<file path="config.mk">
export PLATFORM = sky130hd
export DESIGN_NAME = saturn_core
export DESIGN_NICKNAME = d
export VERILOG_FILES = /design/src/verilog/saturn_isa_pkg.sv /design/src/verilog/saturn_bus_pkg.sv /design/src/verilog/saturn_nibble_mem.sv /design/src/verilog/saturn_bus_arbiter.sv /design/src/verilog/saturn_fetch.sv /design/src/verilog/saturn_decoder.sv /design/src/verilog/saturn_exec.sv /design/src/verilog/saturn_core.sv
export SDC_FILE = /design/constraint.sdc
export NUM_CORES = 1
export LEC_CHECK = 0
export BUFFER_PORTS_ARGS = -buffer_cell sky130_fd_sc_hd__clkbuf_2
export CAP_MARGIN = 5
export CORE_ASPECT_RATIO = 0.5
export CORE_MARGIN = 2
export CORE_UTILIZATION = 50
export DETAILED_ROUTE_END_ITERATION = 16
export PLACE_DENSITY = 0.64
export SLEW_MARGIN = 0
export SYNTH_ARGS = -nofsm -noshare
export SYNTH_HDL_FRONTEND = slang
export SYNTH_HIERARCHICAL = 1
export SYNTH_SLANG_ARGS = --single-unit
</file>
<file path="constraint.sdc">
create_clock -name i_clk -period 7.9 [get_ports i_clk]
set_input_delay 1.58 -clock i_clk [delete_from_list [all_inputs] [get_ports i_clk]]
set_output_delay 1.58 -clock i_clk [all_outputs]
set_load 0.01 [all_outputs]
</file>
<file path="src/verilog/saturn_isa_pkg.sv">
// instruction set definitions for the 0x group front end
// shared by fetch, decoder, exec and the top level
package saturn_isa_pkg;

  // one instruction step moves one nibble
  localparam int nib_w = 4;

  // pc and instruction address width
  localparam int addr_w = 20;

  // return stack, oldest entry lost on overflow
  localparam int rstk_depth = 8;
  // level counts 0 .. rstk_depth inclusive
  localparam int rstk_lvl_w = $clog2(rstk_depth + 1);

  // decoded operations of the 0x group
  // op_none means no instruction this cycle
  typedef enum logic [3:0] {
    op_none,
    op_rtn_sxm,
    op_rtn,
    op_rtn_sc,
    op_rtn_cc,
    op_set_hex,
    op_set_dec,
    op_rstk_gets_c,
    op_c_gets_rstk
  } ins_op_e;

  // field table selector for the field nibble
  typedef enum logic [1:0] {
    ft_a,
    ft_b,
    ft_f,
    ft_value
  } field_table_e;

  // decoder position inside an instruction
  typedef enum logic [1:0] {
    st_first,
    st_block_0x,
    st_field_nibble,
    st_block_0ef
  } dec_state_e;

endpackage

</file>
<file path="src/verilog/saturn_bus_pkg.sv">
// program memory and bus definitions
// used by the memory, the arbiter and the top level
package saturn_bus_pkg;

  // nibble count of the program memory
  localparam int mem_depth = 256;

  // low pc bits address the memory, so the pc wraps inside it
  localparam int mem_aw = $clog2(mem_depth);

  // who owns the memory port
  // loader always wins over fetch
  typedef enum logic {
    req_loader,
    req_fetch
  } bus_req_e;

endpackage

</file>
<file path="src/verilog/saturn_nibble_mem.sv">
// single-port nibble program memory, read data one cycle after the request
`timescale 1ns/1ps

module saturn_nibble_mem (
  input  logic                              i_clk,
  input  logic                              i_en,
  input  logic                              i_we,
  input  logic [saturn_bus_pkg::mem_aw-1:0] i_addr,
  input  logic [saturn_isa_pkg::nib_w-1:0]  i_wdata,
  output logic [saturn_isa_pkg::nib_w-1:0]  o_rdata
);
  import saturn_bus_pkg::*;
  import saturn_isa_pkg::*;

  // storage array, contents come from the loader
  logic [nib_w-1:0] mem [mem_depth];

  // write port
  always_ff @(posedge i_clk) begin
    if (i_en && i_we) begin
      mem[i_addr] <= i_wdata;
    end
  end

  // registered read
  // old data is kept while idle or writing
  always_ff @(posedge i_clk) begin
    if (i_en && !i_we) begin
      o_rdata <= mem[i_addr];
    end
  end

endmodule

</file>
<file path="src/verilog/saturn_bus_arbiter.sv">
// fixed-priority arbiter for the program memory port
// loader writes first, fetch reads only on a free cycle
`timescale 1ns/1ps

module saturn_bus_arbiter (
  input  logic                              i_clk,
  input  logic                              i_reset,
  input  logic                              i_load_we,
  input  logic [saturn_bus_pkg::mem_aw-1:0] i_load_addr,
  input  logic [saturn_isa_pkg::nib_w-1:0]  i_load_nibble,
  input  logic                              i_fetch_req,
  input  logic [saturn_bus_pkg::mem_aw-1:0] i_fetch_addr,
  output logic                              o_fetch_gnt,
  output logic                              o_mem_en,
  output logic                              o_mem_we,
  output logic [saturn_bus_pkg::mem_aw-1:0] o_mem_addr,
  output logic [saturn_isa_pkg::nib_w-1:0]  o_mem_wdata
);
  import saturn_bus_pkg::*;

  // owner of the last access, tags the read data
  bus_req_e last_owner;

  // port mux, loader first
  always_comb begin
    o_fetch_gnt = 1'b0;
    o_mem_en    = 1'b0;
    o_mem_we    = 1'b0;
    o_mem_addr  = i_fetch_addr;
    o_mem_wdata = i_load_nibble;
    if (i_load_we) begin
      // load strobe, fetch stalls this cycle
      o_mem_en   = 1'b1;
      o_mem_we   = 1'b1;
      o_mem_addr = i_load_addr;
    end else if (i_fetch_req) begin
      // read reaches the memory, so grant it
      o_mem_en    = 1'b1;
      o_fetch_gnt = 1'b1;
    end
  end

  // owner tracking
  always_ff @(posedge i_clk) begin
    if (i_reset) begin
      last_owner <= req_fetch;
    end else if (o_mem_en) begin
      last_owner <= i_load_we ? req_loader : req_fetch;
    end
  end

endmodule

</file>
<file path="src/verilog/saturn_fetch.sv">
// instruction fetch, one nibble per granted read
// presents each returned nibble with its address to the decoder
`timescale 1ns/1ps

module saturn_fetch (
  input  logic                              i_clk,
  input  logic                              i_reset,
  input  logic                              i_run,
  input  logic                              i_halt,
  input  logic                              i_gnt,
  input  logic [saturn_isa_pkg::nib_w-1:0]  i_rdata,
  input  logic                              i_redirect,
  input  logic [saturn_isa_pkg::addr_w-1:0] i_redirect_pc,
  output logic                              o_req,
  output logic [saturn_isa_pkg::addr_w-1:0] o_addr,
  output logic                              o_nib_valid,
  output logic [saturn_isa_pkg::nib_w-1:0]  o_nib,
  output logic [saturn_isa_pkg::addr_w-1:0] o_nib_pc
);
  import saturn_isa_pkg::*;

  logic [addr_w-1:0] pc;
  // address of the read in flight
  logic [addr_w-1:0] rd_pc;
  logic              in_flight;

  // request as a level
  // no read on a redirect cycle, the pc is still the old one
  assign o_req  = i_run & ~i_halt & ~i_redirect;
  assign o_addr = pc;

  // returned nibble, dropped when a return redirects
  assign o_nib_valid = in_flight & ~i_redirect;
  assign o_nib       = i_rdata;
  assign o_nib_pc    = rd_pc;

  // pc and in-flight flag
  always_ff @(posedge i_clk) begin
    if (i_reset) begin
      pc        <= '0;
      in_flight <= 1'b0;
    end else if (i_redirect) begin
      // jump, cancel anything pending
      pc        <= i_redirect_pc;
      in_flight <= 1'b0;
    end else begin
      // a load stall leaves the pc where it is
      in_flight <= i_gnt;
      if (i_gnt) begin
        pc <= pc + addr_w'(1);
      end
    end
  end

  // remember where the read went
  always_ff @(posedge i_clk) begin
    if (i_gnt) begin
      rd_pc <= pc;
    end
  end

endmodule

</file>
<file path="src/verilog/saturn_decoder.sv">
// nibble-serial decoder for the 0x group and the 0E prefix
// emits one pulse per instruction, a sticky error on anything unhandled
`timescale 1ns/1ps

module saturn_decoder (
  input  logic                                 i_clk,
  input  logic                                 i_reset,
  input  logic                                 i_nib_valid,
  input  logic [saturn_isa_pkg::nib_w-1:0]     i_nib,
  input  logic [saturn_isa_pkg::addr_w-1:0]    i_nib_pc,
  output logic                                 o_ins_decoded,
  output saturn_isa_pkg::ins_op_e              o_ins_op,
  output logic [saturn_isa_pkg::addr_w-1:0]    o_ins_addr,
  output saturn_isa_pkg::field_table_e         o_fields_table,
  output logic                                 o_dec_error
);
  import saturn_isa_pkg::*;

  dec_state_e state;
  // only field A of table f is implemented
  logic       field_a;

  assign field_a = (o_fields_table == ft_f) && (i_nib == 4'hf);

  always_ff @(posedge i_clk) begin
    if (i_reset) begin
      state          <= st_first;
      o_ins_decoded  <= 1'b0;
      o_ins_op       <= op_none;
      o_fields_table <= ft_value;
      o_dec_error    <= 1'b0;
    end else begin
      // pulse lasts one cycle
      o_ins_decoded <= 1'b0;
      // strobes are ignored once the error is up
      if (i_nib_valid && !o_dec_error) begin
        case (state)
          st_first: begin
            // only group 0 exists here
            if (i_nib == 4'h0) begin
              o_fields_table <= ft_value;
              state          <= st_block_0x;
            end else begin
              o_dec_error <= 1'b1;
            end
          end
          st_block_0x: begin
            state <= st_first;
            case (i_nib)
              4'h0: o_ins_op <= op_rtn_sxm;
              4'h1: o_ins_op <= op_rtn;
              4'h2: o_ins_op <= op_rtn_sc;
              4'h3: o_ins_op <= op_rtn_cc;
              4'h4: o_ins_op <= op_set_hex;
              4'h5: o_ins_op <= op_set_dec;
              4'h6: o_ins_op <= op_rstk_gets_c;
              4'h7: o_ins_op <= op_c_gets_rstk;
              4'he: begin
                // 0E prefix, a field nibble follows
                o_fields_table <= ft_f;
                state          <= st_field_nibble;
              end
              default: o_dec_error <= 1'b1;
            endcase
            if (i_nib <= 4'h7) begin
              o_ins_decoded <= 1'b1;
            end
          end
          st_field_nibble: begin
            if (field_a) begin
              state <= st_block_0ef;
            end else begin
              o_dec_error <= 1'b1;
              state       <= st_first;
            end
          end
          default: begin
            // 0Ef operation nibble, none handled yet
            o_dec_error <= 1'b1;
            state       <= st_first;
          end
        endcase
      end
    end
  end

  // start address of the instruction
  always_ff @(posedge i_clk) begin
    if (i_nib_valid && !o_dec_error && state == st_first) begin
      o_ins_addr <= i_nib_pc;
    end
  end

endmodule

</file>
<file path="src/verilog/saturn_exec.sv">
// execute unit for the 0x group
// return stack, carry, mode, xm and the C A field, plus return redirect
`timescale 1ns/1ps

module saturn_exec (
  input  logic                                  i_clk,
  input  logic                                  i_reset,
  input  logic                                  i_ins_decoded,
  input  saturn_isa_pkg::ins_op_e               i_ins_op,
  input  logic                                  i_dec_error,
  input  logic                                  i_c_load,
  input  logic [saturn_isa_pkg::addr_w-1:0]     i_c_value,
  output logic                                  o_redirect,
  output logic [saturn_isa_pkg::addr_w-1:0]     o_redirect_pc,
  output logic                                  o_halt,
  output logic                                  o_carry,
  output logic                                  o_mode_dec,
  output logic                                  o_xm,
  output logic [saturn_isa_pkg::addr_w-1:0]     o_c_a,
  output logic [saturn_isa_pkg::rstk_lvl_w-1:0] o_rstk_level
);
  import saturn_isa_pkg::*;

  // entry 0 is the top
  logic [addr_w-1:0] rstk [rstk_depth];
  logic [addr_w-1:0] top;
  logic              is_rtn;
  logic              do_push;
  logic              do_pop;

  // empty stack pops as 0
  assign top = (o_rstk_level == '0) ? '0 : rstk[0];

  assign is_rtn  = i_ins_op inside {op_rtn_sxm, op_rtn, op_rtn_sc, op_rtn_cc};
  assign do_pop  = i_ins_decoded & (is_rtn | (i_ins_op == op_c_gets_rstk));
  assign do_push = i_ins_decoded & (i_ins_op == op_rstk_gets_c);

  // return jumps in the decode cycle itself
  assign o_redirect    = i_ins_decoded & is_rtn;
  assign o_redirect_pc = top;
  assign o_halt        = i_dec_error;

  // stack shifts, the oldest entry falls off the bottom
  always_ff @(posedge i_clk) begin
    if (do_push) begin
      for (int i = rstk_depth - 1; i > 0; i--) begin
        rstk[i] <= rstk[i-1];
      end
      rstk[0] <= o_c_a;
    end else if (do_pop) begin
      for (int i = 0; i < rstk_depth - 1; i++) begin
        rstk[i] <= rstk[i+1];
      end
    end
  end

  // level saturates at both ends
  always_ff @(posedge i_clk) begin
    if (i_reset) begin
      o_rstk_level <= '0;
    end else if (do_push && o_rstk_level != rstk_lvl_w'(rstk_depth)) begin
      o_rstk_level <= o_rstk_level + 1'b1;
    end else if (do_pop && o_rstk_level != '0) begin
      o_rstk_level <= o_rstk_level - 1'b1;
    end
  end

  // flags and C A field
  always_ff @(posedge i_clk) begin
    if (i_reset) begin
      o_carry    <= 1'b0;
      o_mode_dec <= 1'b0;
      o_xm       <= 1'b0;
      o_c_a      <= '0;
    end else begin
      if (i_ins_decoded) begin
        case (i_ins_op)
          // xm is sticky
          op_rtn_sxm:     o_xm       <= 1'b1;
          op_rtn_sc:      o_carry    <= 1'b1;
          op_rtn_cc:      o_carry    <= 1'b0;
          op_set_hex:     o_mode_dec <= 1'b0;
          op_set_dec:     o_mode_dec <= 1'b1;
          op_c_gets_rstk: o_c_a      <= top;
          default:        ;
        endcase
      end
      // external write of C
      if (i_c_load) begin
        o_c_a <= i_c_value;
      end
    end
  end

endmodule

</file>
<file path="src/verilog/saturn_core.sv">
// front end top level: memory, arbiter, fetch, decoder and exec
// the loader writes the program, i_run starts fetching from address 0
`timescale 1ns/1ps

module saturn_core (
  input  logic                                  i_clk,
  input  logic                                  i_reset,
  input  logic                                  i_run,
  input  logic                                  i_load_we,
  input  logic [saturn_bus_pkg::mem_aw-1:0]     i_load_addr,
  input  logic [saturn_isa_pkg::nib_w-1:0]      i_load_nibble,
  input  logic                                  i_c_load,
  input  logic [saturn_isa_pkg::addr_w-1:0]     i_c_value,
  output logic                                  o_ins_decoded,
  output saturn_isa_pkg::ins_op_e               o_ins_op,
  output logic [saturn_isa_pkg::addr_w-1:0]     o_ins_addr,
  output logic                                  o_dec_error,
  output logic                                  o_carry,
  output logic                                  o_mode_dec,
  output logic                                  o_xm,
  output logic [saturn_isa_pkg::addr_w-1:0]     o_c_a,
  output logic [saturn_isa_pkg::rstk_lvl_w-1:0] o_rstk_level
);
  import saturn_isa_pkg::*;
  import saturn_bus_pkg::*;

  // memory port
  logic              mem_en;
  logic              mem_we;
  logic [mem_aw-1:0] mem_addr;
  logic [nib_w-1:0]  mem_wdata;
  logic [nib_w-1:0]  mem_rdata;

  // fetch side
  logic              fetch_req;
  logic              fetch_gnt;
  logic [addr_w-1:0] fetch_addr;
  logic              nib_valid;
  logic [nib_w-1:0]  nib;
  logic [addr_w-1:0] nib_pc;

  // decoder and exec
  logic              ins_decoded;
  ins_op_e           ins_op;
  logic [addr_w-1:0] ins_addr;
  field_table_e      fields_table;
  logic              dec_error;
  logic              redirect;
  logic [addr_w-1:0] redirect_pc;
  logic              halt;
  // C writes only while stopped
  logic              c_load_ok;

  assign c_load_ok = i_c_load & ~i_run;

  assign o_ins_decoded = ins_decoded;
  assign o_ins_op      = ins_op;
  assign o_ins_addr    = ins_addr;
  assign o_dec_error   = dec_error;

  saturn_nibble_mem u_mem (
    .i_clk   (i_clk),
    .i_en    (mem_en),
    .i_we    (mem_we),
    .i_addr  (mem_addr),
    .i_wdata (mem_wdata),
    .o_rdata (mem_rdata)
  );

  // pc low bits address the memory
  saturn_bus_arbiter u_arb (
    .i_clk         (i_clk),
    .i_reset       (i_reset),
    .i_load_we     (i_load_we),
    .i_load_addr   (i_load_addr),
    .i_load_nibble (i_load_nibble),
    .i_fetch_req   (fetch_req),
    .i_fetch_addr  (fetch_addr[mem_aw-1:0]),
    .o_fetch_gnt   (fetch_gnt),
    .o_mem_en      (mem_en),
    .o_mem_we      (mem_we),
    .o_mem_addr    (mem_addr),
    .o_mem_wdata   (mem_wdata)
  );

  saturn_fetch u_fetch (
    .i_clk         (i_clk),
    .i_reset       (i_reset),
    .i_run         (i_run),
    .i_halt        (halt),
    .i_gnt         (fetch_gnt),
    .i_rdata       (mem_rdata),
    .i_redirect    (redirect),
    .i_redirect_pc (redirect_pc),
    .o_req         (fetch_req),
    .o_addr        (fetch_addr),
    .o_nib_valid   (nib_valid),
    .o_nib         (nib),
    .o_nib_pc      (nib_pc)
  );

  saturn_decoder u_dec (
    .i_clk          (i_clk),
    .i_reset        (i_reset),
    .i_nib_valid    (nib_valid),
    .i_nib          (nib),
    .i_nib_pc       (nib_pc),
    .o_ins_decoded  (ins_decoded),
    .o_ins_op       (ins_op),
    .o_ins_addr     (ins_addr),
    .o_fields_table (fields_table),
    .o_dec_error    (dec_error)
  );

  saturn_exec u_exec (
    .i_clk         (i_clk),
    .i_reset       (i_reset),
    .i_ins_decoded (ins_decoded),
    .i_ins_op      (ins_op),
    .i_dec_error   (dec_error),
    .i_c_load      (c_load_ok),
    .i_c_value     (i_c_value),
    .o_redirect    (redirect),
    .o_redirect_pc (redirect_pc),
    .o_halt        (halt),
    .o_carry       (o_carry),
    .o_mode_dec    (o_mode_dec),
    .o_xm          (o_xm),
    .o_c_a         (o_c_a),
    .o_rstk_level  (o_rstk_level)
  );

endmodule

</file>
# ---- After elaboration in Yosys (flattened, before gate mapping)
# Memories as Yosys holds them, arrays and structs flattened. A register that Yosys moved wholly into a read port is not among the register bits.
# Index checks and enable logic that the tools add are counted.
dict set report totals {
  register_bits 98
  latchBits 0
  in_bits 37
  ramBits 1184
  elab_cells 141
  out_inout_bits 53
  rom_bits 0
  memories 2
}
dict set report op_classes {
  shift 0
  n_eq_ne 26
  n_reduce_logical 33
  multipliers 0
  div 0
  addsub 3
  order_cmp 1
  bitwise 20
  muxes 42
}
# name depth width rd rd_ports_with_merged_regs wr line_no
set memory_table {}
lappend memory_table {u_mem.mem 256 4 1 1 1 saturn_nibble_mem.sv:16} ;# logic [nib_w-1:0] mem [mem_depth];
lappend memory_table {u_exec.rstk 8 20 8 0 8 saturn_exec.sv:25} ;# logic [addr_w-1:0] rstk [rstk_depth];
# cell count
set ops {}
lappend ops {{$mux 20} 13}
lappend ops {{$eq 4x3->1 const B} 8}
lappend ops {{$pmux 4 s8} 1}
lappend ops {{$add 20x1->20 const B} 1}
lappend ops {{$eq 4x2->1 const B} 4}
lappend ops {{$mux 1} 15}
lappend ops {{$reduce_bool 2->1} 7}
lappend ops {{$eq 4x4->1 const B} 3}
lappend ops {{$mux 2} 5}
lappend ops {{$reduce_and 2->1} 5}
lappend ops {{$reduce_or 9->1} 1}
lappend ops {{$eq 4x1->1 const B} 2}
lappend ops {{$logic_not 4->1} 2}
lappend ops {{$mux 4} 2}
lappend ops {{$mux 8} 1}
lappend ops {{$ne 2x2->1 const B} 4}
lappend ops {{$or 1x1->1} 8}
lappend ops {{$reduce_and 4->1} 2}
lappend ops {{$reduce_bool 4->1} 2}
lappend ops {{$reduce_bool 8->1} 1}
lappend ops {{$and 1x1->1} 7}
lappend ops {{$logic_and 1x1->1} 7}
lappend ops {{$pmux 2 s3} 1}
lappend ops {{$not 1->1} 5}
lappend ops {{15 further kinds} 18}

# ---- Logic depth before layout (Yosys ltp)
dict set report logic_depth {
  depth_word 10
  mapped_depth 12
  ltp_nobuf 9
}

# ---- Modules after synthesis
# Netlist, hierarchy kept.
# mod cells_per_inst area_each_um2 n_inst seq_area_each_um2
set by_module_without_submodules {}
lappend by_module_without_submodules {saturn_nibble_mem 1938 39964.6 1 30869.6}
lappend by_module_without_submodules {saturn_exec 697 8159.1 1 5345.1}
lappend by_module_without_submodules {saturn_fetch 177 1875.5 1 1021.0}
lappend by_module_without_submodules {saturn_decoder 74 1064.8 1 780.7}
lappend by_module_without_submodules {saturn_bus_arbiter 16 183.9 1 0.0}
lappend by_module_without_submodules {saturn_core 1 13.8 1 0.0}

# ---- Worst setup path before layout
# Ideal clock, no wire load.
dict set report synth_timing {
  path_kind {reg-to-reg}
  from {register u_dec.o_ins_op[2]}
  to {memory u_exec.rstk[0][0], enable pin}
  setup_ps 493
  setup_slack_ps 3447
  stages_incl_launch_ff 6
  path_buffers 1
  required_ps 7407
  period_less_slack_ps 4453
  arrival_ps 3960
  path_cell_list {dfxtp_1 > buf_6 > or3b_1 > a31oi_2 > o21ai_2 > inv_1}
}
# element line_no
set synth_rtl {}
lappend synth_rtl {{start, declared} saturn_decoder.sv:12} ;# output saturn_isa_pkg::ins_op_e o_ins_op,
lappend synth_rtl {{start signal, assigned} saturn_decoder.sv:29} ;# o_ins_op <= op_none;
lappend synth_rtl {{start signal, assigned} saturn_decoder.sv:50} ;# 4'h0: o_ins_op <= op_rtn_sxm;
lappend synth_rtl {{start signal, assigned} saturn_decoder.sv:51} ;# 4'h1: o_ins_op <= op_rtn;
lappend synth_rtl {{end, declared} saturn_exec.sv:25}

# ---- Worst setup path after layout
dict set report layout_timing {
  from {input i_load_we}
  to {register u_mem/o_rdata[2] in the netlist's numbering, read port of u_mem.mem (data pin)}
}
dict set report layout_between {
  word_cells_on_any_way 5
}
# element line_no
set layout_rtl {}
lappend layout_rtl {{start, declared} saturn_core.sv:9} ;# input logic i_load_we,
lappend layout_rtl {{$mux 8} saturn_bus_arbiter.sv:31} ;# if (i_load_we) begin
lappend layout_rtl {{net mem_addr[0]} saturn_core.sv:30} ;# logic [mem_aw-1:0] mem_addr;
lappend layout_rtl {{end, declared} saturn_nibble_mem.sv:10} ;# output logic [saturn_isa_pkg::nib_w-1:0] o_rdata
# The timed path passes the listed nets, and every way through them passes these cells.
# A chain may end at the register's enable or synchronous reset.

==> results.yml <==
sta:
  worst_slew_pin_slew_ps: 1350
  max_freq_ghz: 0.187
  hold_violations: 0
  slew_viol_final: 0
  relSlewSlack: 0.0897
  hold_ws_ps: 418
  fin_setup_tns_ps: 0
  min_period_ps: 5350
  setup_viol: 0
  fin_crit_sh: 0.677
  fin_skew_ps: 20.5
  rsz0062_at_grt: "false"
clock_tree:
  clock_latency_ps: 710
  cts_max_path_buffers: 3
  htreeDepth: 3
  cts_root_buf: "clkbuf_16"
  cts_tree: "built"
  cts_sinks: 1285
  hold_buffers: 0
  post_cts_buffers: 0
  clk_pin_slew_ps: 70
  cts_resized: 0
  numCtsBuffers: 111
setup_path:
  critPathKind: "in -> reg"
  critPathSlowestCell: "o41ai_1"
  timing.rr.end: "u_mem/mem[74][1]"
  r2r_start: "u_dec/o_ins_op[2]"
  worstSetupStartpointType: "primary input"
  endpoint: "u_mem/o_rdata[2]"
  cp-startpoint: "i_load_we"
  path_cells: "clkbuf_2, mux2_8, buf_4, mux4_2, a22oi_1, a21oi_1, o41ai_1, nand4_1"
  required_ps: 8300
  path_max_fanout: 63
  critical_path_arrival_ps: 5740
  r2r_setup_slack_ps: 3240
  cp-end-kind: "flip-flop"
  rr_worst_depth: 9
  slowest_delay_ps: 1230
grt:
  overflow: 0
  grt_pass1_vias: 26800
  grt_util_all_layers: 0.223
  grt_pass1_wl_um: 176000
  grt_max_degree: 147
  antenna_found_initial: 1
drt:
  dr_total_vias: 26800
  wl_per_cell_um: 26.7
  drt_iter0_drc: 3287
  drtPass1Iterations: 5
  via_per_inst: 6.12
  route.detailed.drc: 0
  ant_nets: 0
  postRouteWirelength_um: 117000
synth:
  synth_area_mm2: 0.0513
  synth_nets: 2942
  yosysWarningCount: 6
  syn_inst: 2901
  avgSynthCellArea_um2: 17.7
outcome:
  outcome: "completed"
finish:
  diodes: 0
  syn2layout_area_growth_pct: 10.1
  final_core_util: 0.559
  instances_no_fill: 4372
  final_nets: 2972
  drive_gt1_frac: 0.198
die:
  rows: 82
  die_y_um: 230
  core_mm2: 0.101
  die-area_mm2: 0.105
  io_pins: 90
  initial_core_util: 0.508
  fp.dieW_um: 457
place:
  hpwl_um: 68200
  portBuffers: 89
  gp_congestion: 0.814
  place_inst: 4162
power_and_ir_drop:
  p_per_area_mw_per_mm2: 242
  ir_drop_mv: 0.203
  leakage_nw: 17.5
run:
  drv_cap: 0
min_path:
  min_from: "u_fetch/o_nib_pc[5]"
  hp-class: "reg -> reg"
-- worst min path at each step --
stage / cells past startpoint / slack, ps / end
final: 0 / 420 / u_dec/o_ins_addr[5]
after global routing: 0 / 420 / u_dec/o_ins_addr[0]
after CTS: 0 / 420 / u_dec/o_ins_addr[17]
after detailed placement: 0 / 400 / u_dec/o_ins_addr[5]
after global placement: 0 / 400 / u_dec/o_ins_addr[15]
after floorplan: 0 / 400 / u_dec/o_ins_addr[0]
-- sequential cells by signal, summed over array words and instances (netlist names), 4 cells and up --
register,cells
u_exec/o_c_a,20
u_exec/o_rstk_level,4
u_dec/o_ins_op,4
u_fetch/o_nib_pc,20
u_fetch/o_addr,20
u_mem/mem,1024
u_exec/rstk,160
u_mem/o_rdata,4
u_dec/o_ins_addr,20
-- layer usage --
layer | GRT usage | part of all wire
met4 | 0.0570 | 0.022
met3 | 0.0389 | 0.070
met2 | 0.353 | 0.48
met1 | 0.324 | 0.43
met5 | 0 | 0
-- cells in the final DEF (no fill, tap or decap), types with 7 or more instances in the layout --
master / instances
inv_1: 12
mux4_2: 253
nor3_1: 27
nand4_1: 8
edfxtp_1: 1228
dfxtp_1: 57
nand2_2: 16
bufinv_16: 10
xnor2_1: 10
clkinv_1: 24
a211oi_1: 34
nand3_1: 15
nor2b_1: 48
clkinv_2: 24
a22o_1: 60
nor3b_1: 27
buf_12: 7
buf_4: 28
o41ai_1: 13
nor4_1: 13
a22oi_1: 128
o21ai_0: 10
nand2_1: 274
clkbuf_16: 112
clkbuf_1: 24
clkbuf_2: 85
a21oi_1: 76
nor2_1: 279
-- cell type report --
cell class	instances	area [um2]
clock buffer	142	2980
sequential	1285	38000
clock inverter	68	633
fill	7716	44400
multi-input combinational	1395	12200
tap	1344	1680
inverter	14	57.6
timing repair buffer	124	821
-- worst max-delay path, delay by kind of cell --
kind | cells | cell delay (ps)
AOI/OAI and AO/OA | 3 | 1720
muxes | 2 | 1420
buffers and inverters | 2 | 790
and+or+nand+nor | 1 | 180
-- stage by stage --
| stage | total power, mW | worst slack [ps] | cell area [um2] |
|---|---|---|---|
| finish | 13.6 | 2550 | 56400 |
| CTS | 13.7 | 2610 | 56400 |
| detailed placement | 8.37 | 1860 | 52800 |
| floorplan | 8.15 | 3450 | 51300 |
| global route | 14.1 | 2500 | 56400 |
| global placement | 8.36 | 1850 | 52800 |
-- power breakdown --
group | leakage [nW] | total (mW) | switching (mW) | internal [mW]
Sequential | 11.5 | 7.50 | 0.0275 | 7.47
Combinational | 4.22 | 0.718 | 0.434 | 0.284
Clock | 1.76 | 5.42 | 2.42 | 3.00
Power figures use the tool's default switching activity.
